--- src/rtl/mcu_cfg.svh ---
// MCU subsystem configuration
`ifndef MCU_CFG_SVH
`define MCU_CFG_SVH

// ----------------------------------------------------------------------
// Datapath
// ----------------------------------------------------------------------

// Data and address width of the core and both OBI buses
`define MCU_XLEN 32

// Register file depth with register 0 hardwired to zero
`define MCU_NREG 16

// ----------------------------------------------------------------------
// Address map
// ----------------------------------------------------------------------

// First fetch address after reset
`define MCU_BOOT_ADDR 32'h0000_0000

// Vector for line n sits at base + 4*n
`define MCU_IRQ_VEC_BASE 32'h0000_0100

// Lines per interrupt source
`define MCU_NIRQ 8

`endif

--- src/rtl/mcu_pkg.sv ---
// MCU shared types
`default_nettype none

`include "mcu_cfg.svh"

package mcu_pkg;

  localparam int unsigned REG_AW  = $clog2(`MCU_NREG);
  localparam int unsigned IRQ_IDW = $clog2(`MCU_NIRQ);

  // ----------------------------------------------------------------------
  // Instruction encoding
  // ----------------------------------------------------------------------

  // Opcode lives in bits 31:28
  typedef enum logic [3:0] {
    OP_NOP  = 4'h0,
    OP_ADD  = 4'h1,
    OP_SUB  = 4'h2,
    OP_AND  = 4'h3,
    OP_OR   = 4'h4,
    OP_XOR  = 4'h5,
    OP_ADDI = 4'h6,
    OP_LUI  = 4'h7,
    OP_LW   = 4'h8,
    OP_SW   = 4'h9
  } opcode_e;

  typedef struct packed {
    opcode_e           opcode;
    logic [REG_AW-1:0] rd;
    logic [REG_AW-1:0] rs1;
    logic [REG_AW-1:0] rs2;
    logic [15:0]       unused;
  } r_form_t;

  // Immediate is sign-extended except for LUI
  typedef struct packed {
    opcode_e           opcode;
    logic [REG_AW-1:0] rd;
    logic [REG_AW-1:0] rs1;
    logic [19:0]       imm;
  } i_form_t;

  typedef union packed {
    r_form_t r_form;
    i_form_t i_form;
  } instr_u;

  // ----------------------------------------------------------------------
  // Stage to stage
  // ----------------------------------------------------------------------

  typedef struct packed {
    instr_u               instr;
    logic [`MCU_XLEN-1:0] addr;
  } fetch_pkt_t;

  typedef struct packed {
    logic                 we;
    logic [`MCU_XLEN-1:0] addr;
    logic [`MCU_XLEN-1:0] wdata;
    logic [REG_AW-1:0]    rd;
  } mem_req_t;

  // ----------------------------------------------------------------------
  // OBI and interrupts
  // ----------------------------------------------------------------------

  typedef struct packed {
    logic                   req;
    logic [`MCU_XLEN-1:0]   addr;
    logic                   we;
    logic [`MCU_XLEN/8-1:0] be;
    logic [`MCU_XLEN-1:0]   wdata;
  } obi_req_t;

  typedef struct packed {
    logic                 gnt;
    logic                 rvalid;
    logic [`MCU_XLEN-1:0] rdata;
  } obi_rsp_t;

  typedef struct packed {
    logic               valid;
    logic [IRQ_IDW-1:0] id;
  } irq_t;

endpackage

`default_nettype wire

--- src/rtl/mcu_decode_exec.sv ---
// Decode and execute stage
`timescale 1ns/1ps
`default_nettype none

`include "mcu_cfg.svh"

module mcu_decode_exec (
  input  wire logic                          clk_i,
  input  wire logic                          rst_n_i,
  input  wire logic                          pkt_valid_i,
  input  wire mcu_pkg::fetch_pkt_t           pkt_i,
  output logic                               pkt_ready_o,
  output logic                               mem_valid_o,
  output mcu_pkg::mem_req_t                  mem_o,
  input  wire logic                          mem_ready_i,
  input  wire logic                          wb_valid_i,
  input  wire logic [mcu_pkg::REG_AW-1:0]    wb_rd_i,
  input  wire logic [`MCU_XLEN-1:0]          wb_data_i,
  input  wire mcu_pkg::irq_t                 irq_i,
  output logic                               irq_take_o,
  output logic [`MCU_XLEN-1:0]               redirect_addr_o
);

  localparam int unsigned IDW = mcu_pkg::IRQ_IDW;

  mcu_pkg::instr_u      instr;
  mcu_pkg::opcode_e     op;
  logic [`MCU_XLEN-1:0] regs [`MCU_NREG];
  logic [`MCU_XLEN-1:0] rs1_val;
  logic [`MCU_XLEN-1:0] rs2_val;
  logic [`MCU_XLEN-1:0] rd_val;
  logic [`MCU_XLEN-1:0] imm_sext;
  logic [`MCU_XLEN-1:0] alu_res;
  logic                 is_alu;
  logic                 is_mem;
  logic                 accept;
  logic                 alu_we;
  logic                 take_q;

  assign instr = pkt_i.instr;
  assign op    = instr.r_form.opcode;

  // ----------------------------------------------------------------------
  // Operand read
  // ----------------------------------------------------------------------

  assign rs1_val = (instr.r_form.rs1 == '0) ? '0 : regs[instr.r_form.rs1];
  assign rs2_val = (instr.r_form.rs2 == '0) ? '0 : regs[instr.r_form.rs2];
  // SW takes its store data from the rd field
  assign rd_val  = (instr.i_form.rd == '0) ? '0 : regs[instr.i_form.rd];

  assign imm_sext = {{(`MCU_XLEN-20){instr.i_form.imm[19]}}, instr.i_form.imm};

  // ----------------------------------------------------------------------
  // ALU
  // ----------------------------------------------------------------------

  always_comb begin
    alu_res = '0;
    is_alu  = 1'b1;
    is_mem  = 1'b0;
    case (op)
      mcu_pkg::OP_ADD:  alu_res = rs1_val + rs2_val;
      mcu_pkg::OP_SUB:  alu_res = rs1_val - rs2_val;
      mcu_pkg::OP_AND:  alu_res = rs1_val & rs2_val;
      mcu_pkg::OP_OR:   alu_res = rs1_val | rs2_val;
      mcu_pkg::OP_XOR:  alu_res = rs1_val ^ rs2_val;
      mcu_pkg::OP_ADDI: alu_res = rs1_val + imm_sext;
      mcu_pkg::OP_LUI:  alu_res = {instr.i_form.imm[15:0], 16'h0000};
      mcu_pkg::OP_LW, mcu_pkg::OP_SW: begin
        is_alu = 1'b0;
        is_mem = 1'b1;
      end
      // NOP and unused encodings retire without effect
      default: is_alu = 1'b0;
    endcase
  end

  // ----------------------------------------------------------------------
  // Issue and interrupt take
  // ----------------------------------------------------------------------

  // Nothing issues while the LSU is busy, which covers load-use
  assign irq_take_o  = irq_i.valid && mem_ready_i && !take_q;
  assign pkt_ready_o = mem_ready_i && !irq_take_o;
  assign accept      = pkt_valid_i && pkt_ready_o;
  assign mem_valid_o = pkt_valid_i && is_mem && !irq_take_o;
  assign alu_we      = accept && is_alu && (instr.i_form.rd != '0);

  always_comb begin
    mem_o.we    = (op == mcu_pkg::OP_SW);
    mem_o.addr  = rs1_val + imm_sext;
    mem_o.wdata = rd_val;
    mem_o.rd    = instr.i_form.rd;
  end

  assign redirect_addr_o = `MCU_IRQ_VEC_BASE + {{(`MCU_XLEN-IDW-2){1'b0}}, irq_i.id, 2'b00};

  // Merged vector lags one cycle so the cycle after a take is skipped
  always_ff @(posedge clk_i) begin
    if (!rst_n_i) begin
      take_q <= 1'b0;
    end else begin
      take_q <= irq_take_o;
    end
  end

  // Load write-back and ALU issue never coincide as the LSU is busy during a load
  always_ff @(posedge clk_i) begin
    if (wb_valid_i && (wb_rd_i != '0)) begin
      regs[wb_rd_i] <= wb_data_i;
    end else if (alu_we) begin
      regs[instr.i_form.rd] <= alu_res;
    end
  end

endmodule

`default_nettype wire

--- src/rtl/mcu_fetch.sv ---
// Instruction fetch stage
`timescale 1ns/1ps
`default_nettype none

`include "mcu_cfg.svh"

module mcu_fetch (
  input  wire logic                 clk_i,
  input  wire logic                 rst_n_i,
  output mcu_pkg::obi_req_t         instr_obi_o,
  input  wire mcu_pkg::obi_rsp_t    instr_obi_i,
  output logic                      pkt_valid_o,
  output mcu_pkg::fetch_pkt_t       pkt_o,
  input  wire logic                 pkt_ready_i,
  input  wire logic                 redirect_i,
  input  wire logic [`MCU_XLEN-1:0] redirect_addr_i
);

  logic                 run_q;
  logic [`MCU_XLEN-1:0] pc_q;
  logic [`MCU_XLEN-1:0] addr_q;
  logic                 hold_q;
  logic                 pend_q;
  logic                 drop_q;
  logic                 buf_valid_q;
  mcu_pkg::fetch_pkt_t  buf_q;
  logic                 can_start;
  logic                 req;
  logic                 fire;

  // Buffer is free or drains this cycle
  assign can_start = !buf_valid_q || pkt_ready_i;
  // A held request stays up until granted even across a redirect
  assign req  = run_q && !pend_q && (hold_q || (can_start && !redirect_i));
  assign fire = req && instr_obi_i.gnt;

  always_comb begin
    instr_obi_o.req   = req;
    instr_obi_o.addr  = hold_q ? addr_q : pc_q;
    instr_obi_o.we    = 1'b0;
    instr_obi_o.be    = '1;
    instr_obi_o.wdata = '0;
  end

  always_ff @(posedge clk_i) begin
    if (!rst_n_i) begin
      run_q       <= 1'b0;
      pc_q        <= `MCU_BOOT_ADDR;
      hold_q      <= 1'b0;
      pend_q      <= 1'b0;
      drop_q      <= 1'b0;
      buf_valid_q <= 1'b0;
    end else begin
      run_q  <= 1'b1;
      hold_q <= req && !instr_obi_i.gnt;
      if (fire) begin
        pend_q <= 1'b1;
      end else if (instr_obi_i.rvalid) begin
        pend_q <= 1'b0;
      end
      if (redirect_i) begin
        // Anything held, granted or in flight now belongs to the old stream
        pc_q        <= redirect_addr_i;
        drop_q      <= req || (pend_q && !instr_obi_i.rvalid);
        buf_valid_q <= 1'b0;
      end else begin
        if (fire && !drop_q) begin
          pc_q <= pc_q + `MCU_XLEN'(4);
        end
        if (instr_obi_i.rvalid) begin
          drop_q <= 1'b0;
        end
        if (instr_obi_i.rvalid && !drop_q) begin
          buf_valid_q <= 1'b1;
        end else if (pkt_ready_i) begin
          buf_valid_q <= 1'b0;
        end
      end
    end
  end

  // Request address and fetched word
  always_ff @(posedge clk_i) begin
    if (req && !hold_q) begin
      addr_q <= pc_q;
    end
    if (instr_obi_i.rvalid && !drop_q) begin
      buf_q.instr <= instr_obi_i.rdata;
      buf_q.addr  <= addr_q;
    end
  end

  assign pkt_valid_o = buf_valid_q;
  assign pkt_o       = buf_q;

endmodule

`default_nettype wire

--- src/rtl/mcu_irq_ctrl.sv ---
// Interrupt merge and select
`timescale 1ns/1ps
`default_nettype none

`include "mcu_cfg.svh"

module mcu_irq_ctrl (
  input  wire logic                        clk_i,
  input  wire logic                        rst_n_i,
  input  wire logic [`MCU_NIRQ-1:0]        irq_ext_i,
  input  wire logic [`MCU_NIRQ-1:0]        irq_vp_i,
  input  wire logic                        irq_take_i,
  output mcu_pkg::irq_t                    irq_o,
  output logic                             irq_ack_o,
  output logic [mcu_pkg::IRQ_IDW-1:0]      irq_id_o
);

  localparam int unsigned IDW = mcu_pkg::IRQ_IDW;

  logic [`MCU_NIRQ-1:0] merged_q;
  logic [IDW-1:0]       sel;
  logic                 ack_q;
  logic [IDW-1:0]       id_q;

  // Lowest set line wins as the scan runs from the top down
  always_comb begin
    sel = '0;
    for (int i = `MCU_NIRQ - 1; i >= 0; i--) begin
      if (merged_q[i]) begin
        sel = IDW'(i);
      end
    end
  end

  assign irq_o.valid = |merged_q;
  assign irq_o.id    = sel;

  always_ff @(posedge clk_i) begin
    if (!rst_n_i) begin
      merged_q <= '0;
      ack_q    <= 1'b0;
      id_q     <= '0;
    end else begin
      merged_q <= irq_ext_i | irq_vp_i;
      ack_q    <= irq_take_i;
      if (irq_take_i) begin
        id_q <= sel;
      end
    end
  end

  assign irq_ack_o = ack_q;
  assign irq_id_o  = id_q;

endmodule

`default_nettype wire

--- src/rtl/mcu_lsu.sv ---
// Load/store unit
`timescale 1ns/1ps
`default_nettype none

`include "mcu_cfg.svh"

module mcu_lsu (
  input  wire logic                       clk_i,
  input  wire logic                       rst_n_i,
  input  wire logic                       mem_valid_i,
  input  wire mcu_pkg::mem_req_t          mem_i,
  output logic                            mem_ready_o,
  output mcu_pkg::obi_req_t               data_obi_o,
  input  wire mcu_pkg::obi_rsp_t          data_obi_i,
  output logic                            wb_valid_o,
  output logic [mcu_pkg::REG_AW-1:0]      wb_rd_o,
  output logic [`MCU_XLEN-1:0]            wb_data_o
);

  typedef enum logic [1:0] {
    S_IDLE,
    S_REQ,
    S_WAIT
  } state_e;

  state_e            state_q;
  mcu_pkg::mem_req_t req_q;

  assign mem_ready_o = (state_q == S_IDLE);

  // ----------------------------------------------------------------------
  // Data bus
  // ----------------------------------------------------------------------

  // Address and data come from the latched request and stay put while gnt is low
  always_comb begin
    data_obi_o.req   = (state_q == S_REQ);
    data_obi_o.addr  = req_q.addr;
    data_obi_o.we    = req_q.we;
    data_obi_o.be    = '1;
    data_obi_o.wdata = req_q.wdata;
  end

  always_ff @(posedge clk_i) begin
    if (!rst_n_i) begin
      state_q <= S_IDLE;
    end else begin
      case (state_q)
        S_IDLE: begin
          if (mem_valid_i) begin
            state_q <= S_REQ;
          end
        end
        S_REQ: begin
          if (data_obi_i.gnt) begin
            state_q <= S_WAIT;
          end
        end
        S_WAIT: begin
          if (data_obi_i.rvalid) begin
            state_q <= S_IDLE;
          end
        end
        default: state_q <= S_IDLE;
      endcase
    end
  end

  always_ff @(posedge clk_i) begin
    if (mem_valid_i && mem_ready_o) begin
      req_q <= mem_i;
    end
  end

  // ----------------------------------------------------------------------
  // Write-back
  // ----------------------------------------------------------------------

  // Stores finish on rvalid with nothing to return
  assign wb_valid_o = (state_q == S_WAIT) && data_obi_i.rvalid && !req_q.we;
  assign wb_rd_o    = req_q.rd;
  assign wb_data_o  = data_obi_i.rdata;

endmodule

`default_nettype wire

--- src/rtl/mcu_top.sv ---
// MCU core top level
`timescale 1ns/1ps
`default_nettype none

`include "mcu_cfg.svh"

module mcu_top (
  input  wire logic                    clk_i,
  input  wire logic                    rst_n_i,
  // Instruction bus, read only
  output mcu_pkg::obi_req_t            instr_obi_o,
  input  wire mcu_pkg::obi_rsp_t       instr_obi_i,
  // Data bus
  output mcu_pkg::obi_req_t            data_obi_o,
  input  wire mcu_pkg::obi_rsp_t       data_obi_i,
  // Interrupt sources and acknowledge
  input  wire logic [`MCU_NIRQ-1:0]    irq_ext_i,
  input  wire logic [`MCU_NIRQ-1:0]    irq_vp_i,
  output logic                         irq_ack_o,
  output logic [mcu_pkg::IRQ_IDW-1:0]  irq_id_o
);

  logic                          pkt_valid;
  mcu_pkg::fetch_pkt_t           pkt;
  logic                          pkt_ready;
  logic                          mem_valid;
  mcu_pkg::mem_req_t             mem_req;
  logic                          mem_ready;
  logic                          wb_valid;
  logic [mcu_pkg::REG_AW-1:0]    wb_rd;
  logic [`MCU_XLEN-1:0]          wb_data;
  mcu_pkg::irq_t                 irq;
  logic                          irq_take;
  logic [`MCU_XLEN-1:0]          redirect_addr;

  mcu_fetch u_fetch (
    .clk_i           (clk_i),
    .rst_n_i         (rst_n_i),
    .instr_obi_o     (instr_obi_o),
    .instr_obi_i     (instr_obi_i),
    .pkt_valid_o     (pkt_valid),
    .pkt_o           (pkt),
    .pkt_ready_i     (pkt_ready),
    .redirect_i      (irq_take),
    .redirect_addr_i (redirect_addr)
  );

  mcu_decode_exec u_decode_exec (
    .clk_i           (clk_i),
    .rst_n_i         (rst_n_i),
    .pkt_valid_i     (pkt_valid),
    .pkt_i           (pkt),
    .pkt_ready_o     (pkt_ready),
    .mem_valid_o     (mem_valid),
    .mem_o           (mem_req),
    .mem_ready_i     (mem_ready),
    .wb_valid_i      (wb_valid),
    .wb_rd_i         (wb_rd),
    .wb_data_i       (wb_data),
    .irq_i           (irq),
    .irq_take_o      (irq_take),
    .redirect_addr_o (redirect_addr)
  );

  mcu_lsu u_lsu (
    .clk_i       (clk_i),
    .rst_n_i     (rst_n_i),
    .mem_valid_i (mem_valid),
    .mem_i       (mem_req),
    .mem_ready_o (mem_ready),
    .data_obi_o  (data_obi_o),
    .data_obi_i  (data_obi_i),
    .wb_valid_o  (wb_valid),
    .wb_rd_o     (wb_rd),
    .wb_data_o   (wb_data)
  );

  mcu_irq_ctrl u_irq_ctrl (
    .clk_i      (clk_i),
    .rst_n_i    (rst_n_i),
    .irq_ext_i  (irq_ext_i),
    .irq_vp_i   (irq_vp_i),
    .irq_take_i (irq_take),
    .irq_o      (irq),
    .irq_ack_o  (irq_ack_o),
    .irq_id_o   (irq_id_o)
  );

endmodule

`default_nettype wire

--- config.mk ---
export PLATFORM = sky130hd
export DESIGN_NAME = mcu_top
export DESIGN_NICKNAME = d
export VERILOG_FILES = /design/src/rtl/mcu_pkg.sv /design/src/rtl/mcu_decode_exec.sv /design/src/rtl/mcu_fetch.sv /design/src/rtl/mcu_irq_ctrl.sv /design/src/rtl/mcu_lsu.sv /design/src/rtl/mcu_top.sv
export VERILOG_INCLUDE_DIRS = /design/src /design/src/rtl
export SDC_FILE = /design/constraint.sdc
export NUM_CORES = 1
export LEC_CHECK = 0
export BUFFER_PORTS_ARGS = -buffer_cell sky130_fd_sc_hd__clkbuf_2
export CAP_MARGIN = 20
export CORE_MARGIN = 10
export CORE_UTILIZATION = 40
export DETAILED_ROUTE_END_ITERATION = 12
export PLACE_DENSITY = 0.66
export REMOVE_ABC_BUFFERS = 1
export SLEW_MARGIN = 15
export SYNTH_ARGS = -nofsm -noshare
export SYNTH_HDL_FRONTEND = slang
export SYNTH_SLANG_ARGS = --single-unit
export TNS_END_PERCENT = 30
--- constraint.sdc ---
create_clock -name clk_i -period 7.5 [get_ports clk_i]
set_input_delay 0.75 -clock clk_i [delete_from_list [all_inputs] [get_ports clk_i]]
set_output_delay 0.75 -clock clk_i [all_outputs]
set_load 0.01 [all_outputs]
==> results by group <==
Outcome
  – Status: finished clean

Global route
  – GRT overflow: 0
  – Number of global-route vias before repair: 27,560
  – GRT Util Overall: 0.2244
  – Initial antenna violation count: 2
  – Largest net degree at the start of global routing: 115
  – First-pass GRT wire length: 193,900 um

STA
  – Hold Fails Final Rpt: 0
  – Slew @ Worst Pin: 1090 ps
  – Fin crit share: 0.9423
  – WHS: 272.2 ps
  – Skew final: 32.03 ps
  – RSZ-0062 raised after global routing: no
  – Worst slew margin: 0.2732
  – Final setup fails: 0
  – Slew Limit Fails: 0
  – Tmin final: 7068 ps
  – FMAX: 141.5 MHz
  – Post-Route Setup TNS: 0 ps

Synth
  – Post-synthesis sequential area ratio: 0.4975
  – Distinct cells, synth: 90
  – Synth top area cells: edfxtp_1, mux4_2, ha_1
  – Synth Cell Area: 41,110 sq um
  – Dominant synthesized flop cell: edfxtp_1
  – Syn_area_per_cell: 14.52 sq um
  – Synth warn: 0
  – EDFF count, synth: 643
  – Yosys top cell area share: 0.4697
  – Yosys reg bits: 700
  – Synth Instances: 2,830
  – FFs w/ async S/R, synth: 0
  – Largest area contributor in the netlist: edfxtp_1

Run
  – Max-cap violations: 0

Drt
  – Initial DRC count: 3,606
  – DR DRC count: 0
  – Post-route ant nets: 0
  – Per-cell routed wire length: 29.66 um
  – Routed wire length: 133,600 um
  – TritonRoute pass-1 iters: 6
  – Vias per inst: 6.287
  – Routed vias: 28,330

Clock tree
  – Clock Sinks: 700
  – CTS root buf: clkbuf_16
  – Max Root-Sink Buffers: 3
  – Hold_buf cts: 0
  – TritonCTS buffer count: 79
  – H-Tree Depth: 3
  – Reg clk slew, reported paths: 70 ps
  – CTS tree: done
  – Worst-skew pair later-pin latency: 650 ps

Critical path
  – Reg2Reg Setup Slack: 430 ps
  – Worst Path Required: 7790 ps
  – Worst R2R End: u_decode_exec.regs[8][31]
  – Buffers and inverters on the worst path: 1
  – CP arrival: 7360 ps
  – Cells along the critical path: or4_1, buf_4, nand2_1, nor2_1, a221oi_2, ha_1, o21ai_0, or4_1, nand2b_4, o21ai_0, xnor2_1, ha_1, a2111oi_0, o21ai_0, o2bb2ai_1, nor3_2, a21oi_1, or2_1, a221oi_1, mux2i_1, o21ai_1
  – Worst R2R Path Depth: 21
  – Slowest CP cell: o21ai_1
  – RR Startpoint: u_fetch.pkt_o[50]
  – Delay-heaviest family, CP: compound AO/OA/AOI/OAI gates
  – Most frequent CP cell: o21ai_0
  – Critical path capture point type: flip-flop
  – Maximum fanout along the worst path: 16
  – Type of origin of the critical path: flip-flop
  – CP peak stage delay: 790 ps
  – WS Path Type: flip-flop to flip-flop

Placement
  – Port bufs: 186
  – GP Congestion: 0.9431
  – Hpwl dp: 89,840 um

Min path
  – WHS Path Cells: 1
  – HP Class: primary input to flip-flop
  – Hold path start: instr_obi_i[14]
  – Hold EP: u_fetch.pkt_o[46]

Final layout
  – FILL cells: 8,960
  – Share of cells above drive strength 1: 0.3002
  – P&R area growth vs syn: 13.73%
  – Post-layout util: 0.4588
  – Nets: 3,286

Floorplanning
  – Starting Density: 0.4034
  – Std-Cell Rows: 117
  – Die area: 116,000 sq um
  – IO Pins: 230
  – Die height: 340.6 um
  – CORE AREA: 101,900 sq um
  – DIE WIDTH: 340.6 um

Power
  – Pwr dens: 234.3 nW/um^2
  – Tot Pwr: 10.95 mW
  – Peak supply drop: 0.0001563 V
  – Leak pwr: 16.66 nW
[registers in the layout, indices dropped and copies added, names as in the netlist, named ones only]
register	cells
u_irq_ctrl.merged_q	8
u_irq_ctrl.irq_id_o	3
u_fetch.run_q	1
u_irq_ctrl.irq_ack_o	1
u_lsu.data_obi_o	65
u_fetch.addr_q	30
u_fetch.pkt_o	32
u_decode_exec.regs	512
u_fetch.pc_q	30
u_fetch.hold_q	1
u_lsu.wb_rd_o	4
u_lsu.state_q	2
u_fetch.pkt_valid_o	1
u_fetch.pend_q	1
u_fetch.drop_q	1
[cell families (layout without fill, tap and decap cells)]
group	after synthesis	after routing	synth area share
AOI/OAI and AO/OA	492	492	0.08109
xor gates and xnor gates	105	105	0.02237
and+or+nand+nor	513	513	0.06136
buffers and inverters	310	542	0.03610
other	2	78	0.0001827
DFF	700	700	0.4975
adders and majority gates	130	130	0.03994
muxes	578	578	0.2615
[cell type report]
cell class              instances  area, sq um  share of cell area
diodes                          3        7.507           0.0001606
well taps                    1368         1712             0.03661
multi-input cells            1893        19660              0.4206
clock buffers                 102         2208             0.04724
repair buffers                307         2018             0.04317
inverters                      89        334.1            0.007146
flip-flops and latches        700        20470              0.4379
clock inverters                44        335.3            0.007173
[worst max path at each step]
stage	startpoint	endpoint	slack, ps	depth (start not counted)
2_1_floorplan	u_fetch.pkt_o[56]	u_decode_exec.regs[13][0]	-6000	4
3_3_place_gp	flip-flop	u_decode_exec.regs[13][30]	440	24
3_5_place_dp	flip-flop	u_decode_exec.regs[15][31]	330	22
4_1_cts	flip-flop	u_decode_exec.regs[8][31]	300	22
5_1_grt	u_fetch.pkt_o[50]	u_decode_exec.regs[2][30]	70	24
6_report	u_fetch.pkt_o[50]	u_decode_exec.regs[8][31]	430	21
[cells in the final DEF, fill, tap and decap left out, types with 68 or more instances in the layout]
master and count:
edfxtp_1 643, mux2i_1 113, nor2_1 153, mux4_2 361
conb_1 75, ha_1 128, mux2_2 83, inv_1 87
buf_4 103, xnor2_1 68, clkbuf_16 83, o21ai_0 103
nand2_1 114, clkbuf_2 186, a21oi_1 123
[power by group]
group          switching (mW)  total (mW)  internal (mW)
clock network            1.60        3.82           2.22
logic                    1.58        2.68           1.10
registers              0.0939        4.45           4.35
total                    3.28        11.0           7.68
[through the flow]
| stage | instances | worst slack (ps) | area, sq um |
|---|---|---|---|
| floorplan | 2682 | -5997 | 40230 |
| global placement | 4350 | 440.8 | 44070 |
| detailed placement | 4352 | 334.5 | 44090 |
| CTS | 4498 | 295.2 | 46630 |
| global route | 4503 | 72.49 | 46740 |
| finish | 4506 | 432.5 | 46750 |
[worst reg2reg max path: stages, from the launching register on]
cell       delay [ps]
edfxtp_1          460
or4_1             650
buf_4             270
nand2_1           250
nor2_1            110
a221oi_2          250
ha_1              260
o21ai_0           110
or4_1             480
nand2b_4          220
o21ai_0           220
xnor2_1           100
ha_1              380
a2111oi_0         390
o21ai_0           250
o2bb2ai_1         220
nor3_2            340
a21oi_1           160
or2_1             290
a221oi_1          360
mux2i_1           140
o21ai_1           790
[per-layer routing]
metal | wire, um | vias up | global-route usage
li1 | - | 11840 | -
met1 | 53560 | 14390 | 0.3083
met2 | 59330 | 1824 | 0.3401
met3 | 15510 | 273 | 0.05804
met4 | 5245 | 0 | 0.08428
met5 | 0 | - | 0
[cells in the mapped netlist (all sizes together), types with 5 or more instances]
cell type and count:
a211oi 6, a21o 25, a21oi 124, a221o 8, a221oi 22, a222oi 11, a22o 7, a22oi 19
a31oi 24, and2 13, and3 19, buf 128, clkbuf 93, dfxtp 57, edfxtp 643, ha 128
inv 89, mux2 83, mux2i 113, mux4 382, nand2 118, nand2b 17, nand3 40, nand4 11
nor2 173, nor2b 42, nor3 37, nor4 9, o211a 28, o211ai 14, o21a 15, o21ai 104
o21bai 6, o221ai 11, o22ai 23, o31ai 8, or2 6, or3 11, or4 5, xnor2 68
xor2 37
[timing repair]
action	in CTS	in global routing
setup endpoints to repair	0	32
resized for setup	0	1
buffers inserted	0	1
hold endpoints to repair	0	0
No activity file was read; power rests on OpenSTA's default activity.
